`src/design/posit_fmt_pkg.sv`:
```
package posit_fmt_pkg;

    // Default posit format
    localparam int default_n  = 16;
    localparam int default_es = 1;

    // Width of the signed combined scale
    // Holds regime times 2^ES plus exponent for a full product
    function automatic int scale_w(int n, int es);
        return $clog2(n) + es + 3;
    endfunction

    // Decoded fraction with hidden bit
    function automatic int frac_w(int n, int es);
        return n - es - 2;
    endfunction

    // Product fraction handed to the encoder
    // Two guard positions below the raw product
    function automatic int prod_w(int n, int es);
        return 2 * (n - es - 1);
    endfunction

endpackage

```
`src/design/posit_hs_pkg.sv`:
```
package posit_hs_pkg;

    // Phases of a four-phase req/ack exchange
    typedef enum logic [1:0] {
        idle,
        req_seen,
        ack_high,
        wait_low
    } hs_phase_e;

endpackage

```
`src/design/posit_decode.sv`:
```
`timescale 1ns/1ps

module posit_decode #(
    parameter int N  = posit_fmt_pkg::default_n,
    parameter int ES = posit_fmt_pkg::default_es
) (
    input  logic [N-1:0]                                 p,
    output logic                                         sign,
    output logic                                         zero,
    output logic                                         nar,
    output logic signed [posit_fmt_pkg::scale_w(N, ES)-1:0] scale,
    output logic [posit_fmt_pkg::frac_w(N, ES)-1:0]      frac
);
    import posit_fmt_pkg::*;

    localparam int SW = scale_w(N, ES);
    localparam int RW = $clog2(N) + 1;

    logic [N-1:0]         mag;
    logic [N-2:0]         body;
    logic [N-2:0]         rem;
    logic [RW-1:0]        run;
    logic                 run_end;
    logic signed [SW-1:0] k;
    logic [ES-1:0]        exp_bits;

    always_comb
    begin
        // Specials
        sign = p[N-1];
        zero = (p == '0);
        nar  = (p == {1'b1, {(N-1){1'b0}}});

        // Work on the magnitude
        mag  = sign ? -p : p;
        body = mag[N-2:0];

        // Length of the regime run
        run     = '0;
        run_end = 1'b0;
        for (int i = N - 2; i >= 0; i--)
        begin
            if (!run_end && body[i] == body[N-2])
                run = run + 1'b1;
            else
                run_end = 1'b1;
        end

        // Ones give k = run - 1, zeros give k = -run
        k = body[N-2] ? $signed(SW'(run)) - 1 : -$signed(SW'(run));

        // Drop regime and terminator
        rem = body << (run + 1'b1);

        // Exponent bits sit right below the regime
        exp_bits = rem[N-2 -: ES];
        scale    = (k <<< ES) + $signed({1'b0, exp_bits});

        // Hidden one on top, fraction left aligned
        frac = {1'b1, rem[N-2-ES:2]};
    end

endmodule

```
`src/design/posit_rounding.sv`:
```
`timescale 1ns/1ps

module posit_rounding #(
    parameter int N  = posit_fmt_pkg::default_n,
    parameter int ES = posit_fmt_pkg::default_es
) (
    input  logic                                         sign,
    input  logic                                         zero,
    input  logic                                         nar,
    input  logic signed [posit_fmt_pkg::scale_w(N, ES)-1:0] scale,
    input  logic [posit_fmt_pkg::prod_w(N, ES)-1:0]      frac,
    output logic [N-1:0]                                 p
);
    import posit_fmt_pkg::*;

    localparam int SW   = scale_w(N, ES);
    localparam int PW   = prod_w(N, ES);
    // Bits behind the regime terminator
    localparam int TW   = ES + PW - 1;
    localparam int KMAX = N - 2;

    logic signed [SW-1:0] k;
    logic [ES-1:0]        e;
    logic [SW-1:0]        run_len;
    logic                 run_bit;
    logic [N+TW-1:0]      z;
    logic [N+TW-1:0]      z_sh;
    logic [N-2:0]         body;
    logic                 guard;
    logic                 sticky;
    logic                 rnd;
    logic [N-1:0]         mag;

    //////////////////////////////////////////////////////////////////////
    // Regime, exponent and fraction packing
    //////////////////////////////////////////////////////////////////////

    always_comb
    begin
        // Floor split of the scale
        k = scale >>> ES;
        e = scale[ES-1:0];

        // Ones for k >= 0, zeros for k < 0
        run_bit = ~k[SW-1];
        run_len = k[SW-1] ? -k : k + 1;

        // Full run, terminator, exponent, fraction without hidden one
        z    = {{(N-1){run_bit}}, ~run_bit, e, frac[PW-2:0]};
        // Keep only run_len copies of the run bit
        z_sh = z << (N - 1 - run_len);

        // Body of the posit and the bits cut off below it
        body   = z_sh[N+TW-1 -: N-1];
        guard  = z_sh[TW];
        sticky = |z_sh[TW-1:0];
        // Half to even
        rnd    = guard & (sticky | body[0]);

        // Body never all ones here, no carry into the sign
        mag = {1'b0, body} + N'(rnd);

        // Saturate at maxpos and minpos
        if (k >= KMAX)
            mag = {1'b0, {(N-1){1'b1}}};
        else if (k < -KMAX)
            mag = N'(1);

        p = sign ? -mag : mag;

        // Specials override, NaR first
        if (zero)
            p = '0;
        if (nar)
            p = {1'b1, {(N-1){1'b0}}};
    end

endmodule

```
`src/design/posit_mul_lane.sv`:
```
`timescale 1ns/1ps

module posit_mul_lane #(
    parameter int N  = posit_fmt_pkg::default_n,
    parameter int ES = posit_fmt_pkg::default_es
) (
    input  logic         clk,
    input  logic         rst_n,
    input  logic         lane_req,
    input  logic [N-1:0] lane_a,
    input  logic [N-1:0] lane_b,
    input  logic         res_ack,
    output logic         lane_ack,
    output logic         res_req,
    output logic [N-1:0] res_val
);
    import posit_fmt_pkg::*;
    import posit_hs_pkg::*;

    localparam int SW = scale_w(N, ES);
    localparam int FW = frac_w(N, ES);

    hs_phase_e            req_ph;
    hs_phase_e            res_ph;
    logic                 busy;
    logic                 cap_v;
    logic                 s1_v;
    logic [N-1:0]         a_q;
    logic [N-1:0]         b_q;
    logic                 sa;
    logic                 sb;
    logic                 za;
    logic                 zb;
    logic                 na;
    logic                 nb;
    logic signed [SW-1:0] sc_a;
    logic signed [SW-1:0] sc_b;
    logic [FW-1:0]        fa;
    logic [FW-1:0]        fb;
    logic [2*FW-1:0]      prod;
    logic                 s1_sign;
    logic                 s1_zero;
    logic                 s1_nar;
    logic signed [SW-1:0] s1_scale;
    logic [2*FW-1:0]      s1_prod;
    logic [N-1:0]         rnd_p;

    posit_decode #(.N(N), .ES(ES)) u_dec_a (
        .p(a_q), .sign(sa), .zero(za), .nar(na), .scale(sc_a), .frac(fa)
    );

    posit_decode #(.N(N), .ES(ES)) u_dec_b (
        .p(b_q), .sign(sb), .zero(zb), .nar(nb), .scale(sc_b), .frac(fb)
    );

    // Both factors in [1,2), product in [1,4)
    assign prod = fa * fb;

    //////////////////////////////////////////////////////////////////////
    // Control for both handshakes
    //////////////////////////////////////////////////////////////////////

    always_ff @(posedge clk or negedge rst_n)
    begin
        if (!rst_n)
        begin
            req_ph   <= idle;
            res_ph   <= idle;
            busy     <= 1'b0;
            cap_v    <= 1'b0;
            s1_v     <= 1'b0;
            lane_ack <= 1'b0;
            res_req  <= 1'b0;
        end
        else
        begin
            // Pipeline valid chain
            cap_v <= (req_ph == req_seen);
            s1_v  <= cap_v;

            // Request side
            case (req_ph)
                idle:
                begin
                    if (lane_req && !busy)
                    begin
                        busy   <= 1'b1;
                        req_ph <= req_seen;
                    end
                end
                req_seen:
                begin
                    lane_ack <= 1'b1;
                    req_ph   <= ack_high;
                end
                ack_high:
                begin
                    if (!lane_req)
                    begin
                        lane_ack <= 1'b0;
                        req_ph   <= idle;
                    end
                end
                default: req_ph <= idle;
            endcase

            // Result side, frees the lane once res_ack is low again
            case (res_ph)
                idle:
                begin
                    if (s1_v)
                    begin
                        res_req <= 1'b1;
                        res_ph  <= req_seen;
                    end
                end
                req_seen:
                begin
                    if (res_ack)
                    begin
                        res_req <= 1'b0;
                        res_ph  <= wait_low;
                    end
                end
                wait_low:
                begin
                    if (!res_ack)
                    begin
                        busy   <= 1'b0;
                        res_ph <= idle;
                    end
                end
                default: res_ph <= idle;
            endcase
        end
    end

    //////////////////////////////////////////////////////////////////////
    // Datapath
    //////////////////////////////////////////////////////////////////////

    always_ff @(posedge clk)
    begin
        // Operands held by the dispatcher while lane_req is high
        if (req_ph == req_seen)
        begin
            a_q <= lane_a;
            b_q <= lane_b;
        end
        // Stage one
        if (cap_v)
        begin
            s1_sign  <= sa ^ sb;
            s1_nar   <= na | nb;
            // NaR beats zero
            s1_zero  <= (za | zb) & ~(na | nb);
            s1_scale <= sc_a + sc_b + SW'(prod[2*FW-1]);
            // Leading one to the top
            s1_prod  <= prod[2*FW-1] ? prod : prod << 1;
        end
        // Stage two
        if (s1_v)
            res_val <= rnd_p;
    end

    posit_rounding #(.N(N), .ES(ES)) u_round (
        .sign (s1_sign),
        .zero (s1_zero),
        .nar  (s1_nar),
        .scale(s1_scale),
        .frac ({s1_prod, 2'b00}),
        .p    (rnd_p)
    );

    // Ack answers a live request from the dispatcher
    a_ack_needs_req: assert property (@(posedge clk) disable iff (!rst_n)
        $rose(lane_ack) |-> lane_req);

    // Result held for the collector
    a_res_stable: assert property (@(posedge clk) disable iff (!rst_n)
        res_req && $past(res_req) |-> $stable(res_val));

endmodule

```
`src/design/posit_dispatch.sv`:
```
`timescale 1ns/1ps

module posit_dispatch #(
    parameter int N     = posit_fmt_pkg::default_n,
    parameter int LANES = 4
) (
    input  logic             clk,
    input  logic             rst_n,
    input  logic             in_req,
    input  logic [N-1:0]     in_a,
    input  logic [N-1:0]     in_b,
    input  logic [LANES-1:0] lane_ack,
    output logic             in_ack,
    output logic [LANES-1:0] lane_req,
    output logic [N-1:0]     lane_a,
    output logic [N-1:0]     lane_b
);
    import posit_hs_pkg::*;

    localparam int PTR_W = (LANES > 1) ? $clog2(LANES) : 1;

    hs_phase_e        phase;
    logic [PTR_W-1:0] ptr;

    always_ff @(posedge clk or negedge rst_n)
    begin
        if (!rst_n)
        begin
            phase    <= idle;
            ptr      <= '0;
            in_ack   <= 1'b0;
            lane_req <= '0;
        end
        else
        begin
            case (phase)
                // New job, request the lane at the pointer
                idle:
                begin
                    if (in_req)
                    begin
                        lane_req[ptr] <= 1'b1;
                        phase         <= req_seen;
                    end
                end
                req_seen:
                begin
                    if (lane_ack[ptr])
                    begin
                        lane_req[ptr] <= 1'b0;
                        phase         <= ack_high;
                    end
                end
                // Lane handshake done, then ack upstream
                ack_high:
                begin
                    if (!lane_ack[ptr])
                    begin
                        ptr    <= (ptr == PTR_W'(LANES - 1)) ? '0 : ptr + 1'b1;
                        in_ack <= 1'b1;
                        phase  <= wait_low;
                    end
                end
                wait_low:
                begin
                    if (!in_req)
                    begin
                        in_ack <= 1'b0;
                        phase  <= idle;
                    end
                end
                default: phase <= idle;
            endcase
        end
    end

    // Shared operand registers
    always_ff @(posedge clk)
    begin
        if (phase == idle && in_req)
        begin
            lane_a <= in_a;
            lane_b <= in_b;
        end
    end

    a_one_lane_req: assert property (@(posedge clk) disable iff (!rst_n)
        $onehot0(lane_req));

endmodule

```
`src/design/posit_collect.sv`:
```
`timescale 1ns/1ps

module posit_collect #(
    parameter int N     = posit_fmt_pkg::default_n,
    parameter int LANES = 4
) (
    input  logic                    clk,
    input  logic                    rst_n,
    input  logic [LANES-1:0]        res_req,
    input  logic [LANES-1:0][N-1:0] res_val,
    input  logic                    out_ack,
    output logic [LANES-1:0]        res_ack,
    output logic                    out_req,
    output logic [N-1:0]            out_val
);
    import posit_hs_pkg::*;

    localparam int PTR_W = (LANES > 1) ? $clog2(LANES) : 1;

    hs_phase_e        phase;
    logic [PTR_W-1:0] ptr;

    always_ff @(posedge clk or negedge rst_n)
    begin
        if (!rst_n)
        begin
            phase   <= idle;
            ptr     <= '0;
            res_ack <= '0;
            out_req <= 1'b0;
        end
        else
        begin
            case (phase)
                // Only the lane at the pointer is served
                idle:
                begin
                    if (res_req[ptr])
                    begin
                        out_req <= 1'b1;
                        phase   <= req_seen;
                    end
                end
                // Downstream took it, release the lane
                req_seen:
                begin
                    if (out_ack)
                    begin
                        out_req      <= 1'b0;
                        res_ack[ptr] <= 1'b1;
                        phase        <= ack_high;
                    end
                end
                ack_high:
                begin
                    if (!res_req[ptr])
                    begin
                        res_ack[ptr] <= 1'b0;
                        phase        <= wait_low;
                    end
                end
                // Both sides low, next lane in job order
                wait_low:
                begin
                    if (!out_ack)
                    begin
                        ptr   <= (ptr == PTR_W'(LANES - 1)) ? '0 : ptr + 1'b1;
                        phase <= idle;
                    end
                end
                default: phase <= idle;
            endcase
        end
    end

    always_ff @(posedge clk)
    begin
        if (phase == idle && res_req[ptr])
            out_val <= res_val[ptr];
    end

    a_out_stable: assert property (@(posedge clk) disable iff (!rst_n)
        out_req && $past(out_req) |-> $stable(out_val));

endmodule

```
`src/design/posit_mul_array.sv`:
```
`timescale 1ns/1ps

module posit_mul_array #(
    parameter int N     = posit_fmt_pkg::default_n,
    parameter int ES    = posit_fmt_pkg::default_es,
    parameter int LANES = 4
) (
    input  logic         clk,
    input  logic         rst_n,
    input  logic         in_req,
    input  logic [N-1:0] in_a,
    input  logic [N-1:0] in_b,
    output logic         in_ack,
    output logic         out_req,
    output logic [N-1:0] out_val,
    input  logic         out_ack
);

    // Dispatcher to lanes
    logic [LANES-1:0]        lane_req;
    logic [LANES-1:0]        lane_ack;
    logic [N-1:0]            lane_a;
    logic [N-1:0]            lane_b;
    // Lanes to collector
    logic [LANES-1:0]        res_req;
    logic [LANES-1:0]        res_ack;
    logic [LANES-1:0][N-1:0] res_val;

    posit_dispatch #(.N(N), .LANES(LANES)) u_dispatch (
        .clk     (clk),
        .rst_n   (rst_n),
        .in_req  (in_req),
        .in_a    (in_a),
        .in_b    (in_b),
        .lane_ack(lane_ack),
        .in_ack  (in_ack),
        .lane_req(lane_req),
        .lane_a  (lane_a),
        .lane_b  (lane_b)
    );

    for (genvar i = 0; i < LANES; i++)
    begin : g_lane
        posit_mul_lane #(.N(N), .ES(ES)) u_lane (
            .clk     (clk),
            .rst_n   (rst_n),
            .lane_req(lane_req[i]),
            .lane_a  (lane_a),
            .lane_b  (lane_b),
            .res_ack (res_ack[i]),
            .lane_ack(lane_ack[i]),
            .res_req (res_req[i]),
            .res_val (res_val[i])
        );
    end

    posit_collect #(.N(N), .LANES(LANES)) u_collect (
        .clk    (clk),
        .rst_n  (rst_n),
        .res_req(res_req),
        .res_val(res_val),
        .out_ack(out_ack),
        .res_ack(res_ack),
        .out_req(out_req),
        .out_val(out_val)
    );

endmodule

```
`config.mk`:
```
export PLATFORM = sky130hd
export DESIGN_NAME = posit_mul_array
export DESIGN_NICKNAME = d
export VERILOG_FILES = /design/src/design/posit_fmt_pkg.sv /design/src/design/posit_hs_pkg.sv /design/src/design/posit_decode.sv /design/src/design/posit_rounding.sv /design/src/design/posit_mul_lane.sv /design/src/design/posit_dispatch.sv /design/src/design/posit_collect.sv /design/src/design/posit_mul_array.sv
export SDC_FILE = /design/constraint.sdc
export NUM_CORES = 2
export LEC_CHECK = 0
export BUFFER_PORTS_ARGS = -buffer_cell sky130_fd_sc_hd__buf_2
export CORE_UTILIZATION = 60
export DETAILED_ROUTE_END_ITERATION = 8
export HOLD_SLACK_MARGIN = 0.06
export PLACE_DENSITY = 0.79
export SETUP_SLACK_MARGIN = 0.1
export SYNTH_ARGS = -nofsm -noshare
export SYNTH_HDL_FRONTEND = slang
export SYNTH_SLANG_ARGS = --single-unit
```
`constraint.sdc`:
```
create_clock -name clk -period 17.4 [get_ports clk]
set_input_delay 3.48 -clock clk [delete_from_list [all_inputs] [get_ports clk]]
set_output_delay 3.48 -clock clk [all_outputs]
set_load 0.03 [all_outputs]
```
After elaboration in Yosys (flattened, before gate mapping)

Cells that the tools add are included.

Output and inout port bits: 18
Flip-flop bits (word level): 438

Bitwise gates (word level): 40
Mux-type cells: 354
Order comparisons: 12
Reductions and logical operators: 274
Shifts and indexed selects: 12
Add/subtract/negate cells: 174
Equal/unequal tests: 172
Multiply operators: 4

Operators with widths:

| cell                                             | count |
|---|---|
| adder 5 x 1 -> 5 bit, second input constant      | 104 |
| 2-to-1 mux 5 bit                                 | 104 |
| 2-to-1 mux 16 bit                                | 17 |
| << shifter 44 x 32 -> 44 bit                     | 4 |
| 2-to-1 mux 1 bit                                 | 140 |
| equality test 16 bit, second input constant      | 8 |
| zero test 16 bit                                 | 8 |
| 2-to-1 mux 15 bit                                | 8 |
| negator 15 bit                                   | 8 |
| << shifter 15 x 5 -> 15 bit                      | 8 |
| equality test 1 bit                              | 112 |
| logical AND 1 bit                                | 112 |
| OR reduction 28 bit                              | 4 |
| multiplier 13 x 13 -> 26 bit                     | 4 |
| zero test 1 bit                                  | 100 |
| 2-to-1 mux 25 bit                                | 4 |
| 2-to-1 mux 2 bit                                 | 38 |
| adder 15 x 1 -> 16 bit                           | 4 |
| adder 8 x 2 -> 8 bit                             | 8 |
| negator 16 bit                                   | 4 |
| 2-to-1 mux 7 bit                                 | 8 |
| negator 5 -> 7 bit                               | 8 |
| one-hot mux 2 bit (3 select lines)               | 8 |
| subtractor 5 x 1 -> 6 bit, second input constant | 8 |
| 36 further kinds                                 | 211 |

Longest topological paths before layout

Depth in word-level cells: 46
Gate-level depth with buffers: 89
Depth with buffers taken out: 82

Hierarchy

Synthesis repeated with hierarchy kept, for this count alone.

Cells, all modules: 9399
Area, all modules: 80442.2 um^2

Modules (own cells, without submodules):

| module                                        | instances | sequential area each (um^2) | area an instance (um^2) | cells an instance |
|---|---|---|---|---|
| posit_decode                                  | 8         | 0.0                         | 2887.8                  | 393 |
| posit_mul_lane (g_lane[3].u_lane)             | 1         | 2777.7                      | 9215.1                  | 857 |
| posit_mul_lane (g_lane[0].u_lane)             | 1         | 2777.7                      | 9205.1                  | 869 |
| posit_mul_lane (g_lane[2].u_lane)             | 1         | 2777.7                      | 9138.8                  | 867 |
| posit_mul_lane (g_lane[1].u_lane)             | 1         | 2777.7                      | 9125.0                  | 856 |
| posit_rounding (g_lane[0].u_lane.u_round ...) | 2         | 0.0                         | 4151.5                  | 604 |
| posit_rounding (g_lane[2].u_lane.u_round)     | 1         | 0.0                         | 4835.9                  | 749 |
| posit_rounding (g_lane[3].u_lane.u_round)     | 1         | 0.0                         | 4534.3                  | 668 |
| posit_dispatch                                | 1         | 1186.1                      | 1552.7                  | 89 |
| posit_collect                                 | 1         | 705.7                       | 1430.1                  | 92 |

Worst setup path after synthesis

OpenSTA, ideal clock, no wires.

Kind: register -> register
Start: register g_lane[3].u_lane.a_q[0]
End: register g_lane[3].u_lane.s1_scale[7] (data pin)
Period minus slack after synthesis: 17729 ps
Arrival: 17468 ps
Cell stages (with the launch flop): 85
Required time: 17139 ps
Library setup time: 261 ps
Buffers on the path: 8
Setup slack: -329 ps
Path through: edfxtp_1 > clkbuf_1 > inv_1 > ha_1 > or4b_1 > clkbuf_1 > o41a_1 > nor2_1 > buf_2 > nand2_1 > o22a_1 > ha_1 > a21o_1 > ha_1 > nor3_1 > or2_2 > inv_1 > ha_1 > (+49 left out) > o211ai_1 > o211ai_1 > nand3_1 > o21ai_0 > nand2b_1 > a21oi_1 > xnor2_1 > buf_1 > buf_1 > fa_1 > a21o_1 > a21oi_1 > o21bai_1 > a21oi_1 > o21bai_1 > a21oi_1 > xnor2_1 > xnor2_1

Longest elaborated chain between the ends: 46

RTL lines:

| element                                                                       | line                  | source |
|---|---|---|
| start: declaration                                                            | posit_mul_lane.sv:28  | `logic [N-1:0] a_q;` |
| start signal: assignment                                                      | posit_mul_lane.sv:147 | `a_q <= lane_a;` |
| negator 15 bit                                                                | posit_decode.sv:35    | `mag = sign ? -p : p;` |
| 2-to-1 mux 15 bit *                                                           | posit_decode.sv:35    |  |
| parallel branches: the longest is 43 deep, another holds adder 5 x 1 -> 5 bit | --                    |  |
| adder 8 x 1 -> 8 bit *                                                        | posit_mul_lane.sv:157 | `s1_scale <= sc_a + sc_b + SW'(prod[2*FW-1]);` |
| end signal: assignment                                                        | posit_mul_lane.sv:157 |  |
| end: declaration                                                              | posit_mul_lane.sv:44  | `logic signed [SW-1:0] s1_scale;` |

Mark *: on every way between the ends.
A chain may end at the register's enable or synchronous reset.

Final worst setup path

Start: register g_lane[3].u_lane.b_q[0]
End: register g_lane[3].u_lane.s1_scale[6] (data pin)

Longest elaborated chain between the ends: 46

RTL lines:

| element                                                                       | line                  | source |
|---|---|---|
| start: declaration                                                            | posit_mul_lane.sv:29  | `logic [N-1:0] b_q;` |
| start signal: assignment                                                      | posit_mul_lane.sv:148 | `b_q <= lane_b;` |
| negator 15 bit                                                                | posit_decode.sv:35    |  |
| 2-to-1 mux 15 bit *                                                           | posit_decode.sv:35    |  |
| parallel branches: the longest is 43 deep, another holds adder 5 x 1 -> 5 bit | --                    |  |
| adder 8 x 1 -> 8 bit *                                                        | posit_mul_lane.sv:157 |  |

Marks and branches as above.

==> results.py <==
metrics = {
    "synth": {
        "synth_edf_count": 384,
        "yosysWarningCount": 0,
        "synth_area_mm2": 0.0699,
        "synthFlopType": "edfxtp_1",
        "synthArstFlopShare": 0.123,
        "synth.net_count": 9237,
        "synth_cells": 8262,
        "ys_types": 137,
        "seq_area_frac_synth": 0.184,
        "syn_avg_cell_area_um2": 8.46,
        "synth-seq-cells": 438,
    },
    "layout": {
        "final_cells": 9913,
        "area_growth_pct": 8.77,
        "layout_commonest_cell": "inv_1",
        "drive_gt1_frac": 0.130,
        "final_cell_mix": "inv_1 (896), nand2_1 (817), nor2_1 (771)",
        "layout.nets": 9323,
        "n_fill_cell": 9392,
    },
    "timing": {
        "relSlewSlack": 0.172,
        "skew_ps": 40.8,
        "maxSlewViolCount": 0,
        "tightestPinTransition_ps": 1240,
        "fin_crit_ps": 16630,
        "setup_slack_ps": 775,
        "clock.fmax_mhz": 60.2,
        "hold_ws_ps": 422,
        "finalSetupViolations": 0,
        "fin_crit_sh": 0.955,
        "tns_ps": 0,
        "finalHoldViolCount": 0,
    },
    "global_route": {
        "first_global_vias": 60200,
        "antenna_found_initial": 28,
        "grt_first_pass_wirelength_um": 322000,
        "grt-ovfl-total": 0,
        "grt_max_degree": 55,
        "grt_use_total": 0.341,
    },
    "routing": {
        "drt_wl_total_um": 203000,
        "drtIter0Drc": 5700,
        "viasPerCell": 6.27,
        "drt-wirelength-per-cell_um": 20.5,
        "drt-pass1-iter-count": 6,
        "postRouteAntennaNets": 0,
        "drc": 0,
        "vias": 62100,
    },
    "setup_path": {
        "cp_slowest_cell": "fa_1",
        "cp.arrival_ps": 17020,
        "crit_top_cell": "ha_1",
        "max_stage_delay_ps": 580,
        "end_kind": "flip-flop",
        "path_class": "reg2reg",
        "crit_fanout": 9,
        "cp-start-kind": "flip-flop",
        "worstPathRequired_ps": 17790,
    },
    "pwr": {
        "pwr_density_cell_mw_per_mm2": 32.9,
        "peakVddDrop_mv": 0.0733,
        "p_leak_uw": 0.0328,
    },
    "floorplanning": {
        "core_area_mm2": 0.115,
        "rows": 124,
        "die_area_mm2": 0.118,
        "initial_utilization": 0.608,
        "io_pins": 54,
        "die_h_um": 343,
        "chipWidth_um": 343,
    },
    "clock_tree": {
        "htree_num_levels": 2,
        "ctsHoldBuffers": 0,
        "root_buffer": "clkbuf_16",
        "clk_path_buf_depth": 3,
        "cts_tree": "yes",
        "clk_latency_ps": 660,
        "cts_buffers": 51,
        "cts_sinks": 438,
        "path_clk_slew_ps": 70,
    },
    "place": {
        "place_congestion": 1.03,
        "pre_cts_slack_ps": -191,
        "hpwl_um": 160000,
        "dp.cells": 9744,
        "port_buffers": 53,
    },
    "run_status": {
        "status": "finished clean",
    },
    "run": {
        "maxCapViolCount": 0,
    },
    "hold_path": {
        "hp-class": "reg2reg",
    },
}
## final cells by class
cell class	count	area [µm²]	share of cell area
timing repair buffer	372	2690	0.0353
antenna	11	27.5	0.000362
clock inverter	36	465	0.00612
sequential	438	12900	0.170
clock buffer	59	1370	0.0180
tap	1512	1890	0.0249
multi-input combinational	6532	53100	0.698
inverter	953	3600	0.0474
## power breakdown
part	switching [µW]	total, µW	internal, µW
Clock	506	1190	683
Combinational	89.9	145	55.3
Sequential	17.9	1160	1150
## cell families (layout without fill, tap and decap cells)
family                     Yosys count  count (layout)  share of synthesized area
and+or+nand+nor                   2870            2870                      0.197
AOI/OAI and AO/OA                 1592            1592                      0.153
buffers and inverters             1293            1420                     0.0720
adders and majority gates          947             947                      0.222
xor gates and xnor gates           610             611                     0.0847
muxes                              512             512                     0.0872
DFF                                438             438                      0.184
other                                0              11                          0
## repair_timing
| action | CTS | global route |
|---|---|---|
| buffers inserted | 1 | 61 |
| gates resized for setup | 17 | 184 |
| pin swaps | 4 | 53 |
| gates cloned | 0 | 1 |
| setup endpoints to repair | 6 | 76 |
## cell usage after synthesis (31+ instances only)
master | n | area share
buf_2 | 82 | 0.0059
dfrtp_1 | 54 | 0.019
and2_1 | 121 | 0.011
o211ai_1 | 69 | 0.0074
nor3_1 | 185 | 0.013
nand2b_1 | 87 | 0.0078
edfxtp_1 | 384 | 0.17
o22ai_1 | 32 | 0.0029
a31oi_1 | 60 | 0.0054
ha_1 | 447 | 0.080
o21ai_0 | 351 | 0.025
nor2b_1 | 63 | 0.0056
a21oi_1 | 410 | 0.029
a211oi_1 | 79 | 0.0085
o21a_1 | 41 | 0.0044
mux2_2 | 151 | 0.024
clkbuf_1 | 213 | 0.011
o31ai_1 | 53 | 0.0057
inv_1 | 904 | 0.049
inv_2 | 41 | 0.0022
nand4_1 | 71 | 0.0064
fa_1 | 492 | 0.14
nor2_1 | 775 | 0.042
o21bai_1 | 53 | 0.0057
buf_1 | 31 | 0.0017
a21o_1 | 74 | 0.0080
nand3_1 | 284 | 0.020
or3_1 | 93 | 0.0083
and3_1 | 61 | 0.0055
mux4_2 | 61 | 0.020
or2_2 | 54 | 0.0048
nand2_1 | 824 | 0.044
xnor2_1 | 384 | 0.048
nor4_1 | 49 | 0.0044
mux2i_1 | 297 | 0.043
xor2_1 | 173 | 0.022
## path summary, 6_finish.rpt
| kind | end | cells after the start | from | slack, ps |
|---|---|---|---|---|
| max reg2reg | g_lane[3].u_lane.s1_scale[6]$_DFFE_PP_ | 69 | g_lane[3].u_lane.b_q[0]$_DFFE_PP_ | 770 |
| max | g_lane[3].u_lane.s1_scale[6]$_DFFE_PP_ | 69 | g_lane[3].u_lane.b_q[0]$_DFFE_PP_ | 770 |
| min reg2reg | g_lane[1].u_lane.req_ph[0]$_DFFE_PN0P_ | 1 | g_lane[1].u_lane.busy$_DFF_PN0_ | 420 |
| max in group asynchronous | g_lane[3].u_lane.cap_v$_DFF_PN0_ | 2 | rst_n | 13900 |
| min in group asynchronous | u_collect.out_req$_DFFE_PN0P_ | 2 | rst_n | 2960 |
| min | g_lane[1].u_lane.req_ph[0]$_DFFE_PN0P_ | 1 | g_lane[1].u_lane.busy$_DFF_PN0_ | 420 |
## sequential cells by signal, summed over array words and instances (netlist names), 2 cells and up, named ones only
signal and cells:
g_lane.u_lane.s1_prod 100, g_lane.u_lane.a_q 64, g_lane.u_lane.b_q 64, g_lane.u_lane.res_val 64, g_lane.u_lane.s1_scale 32, u_collect.out_val 16, u_dispatch.lane_a 16, u_dispatch.lane_b 16
g_lane.u_lane.req_ph 8, g_lane.u_lane.res_ph 8, g_lane.u_lane.busy 4, g_lane.u_lane.cap_v 4, g_lane.u_lane.lane_ack 4, g_lane.u_lane.res_req 4, g_lane.u_lane.s1_nar 4, g_lane.u_lane.s1_sign 4
g_lane.u_lane.s1_v 4, g_lane.u_lane.s1_zero 4, u_collect.phase 2, u_collect.ptr 2, u_dispatch.phase 2, u_dispatch.ptr 2
## metal layers
layer	GRT usage	vias to the layer above	wire, µm
met3	0.0572	655	15300
li1	-	28900	-
met2	0.568	2631	95200
met4	0.172	22	11800
met1	0.428	29900	80700
met5	0	-	149
## critical path: cells and delay by family (launching register included)
| kind | cells | cell delay [ps] |
|---|---|---|
| buffers and inverters | 8 | 710 |
| flip-flops | 1 | 450 |
| multiplexers | 5 | 1300 |
| adder cells (fa/ha/maj) | 20 | 7340 |
| AO/OA/AOI/OAI | 22 | 3780 |
| AND/OR/NAND/NOR | 11 | 2130 |
| XOR/XNOR | 3 | 590 |
## stage by stage
step / instance area (µm²) / total power (µW) / utilization
after floorplan: 69900 / 1260 / -
after global placement: 72700 / 1320 / 0.632
after detailed placement: 72700 / 1330 / 0.632
after CTS: 74600 / 2510 / 0.649
after global routing: 76000 / 2560 / 0.661
final: 76000 / 2500 / 0.661
Note: power is estimated with default switching activity, not from simulation.
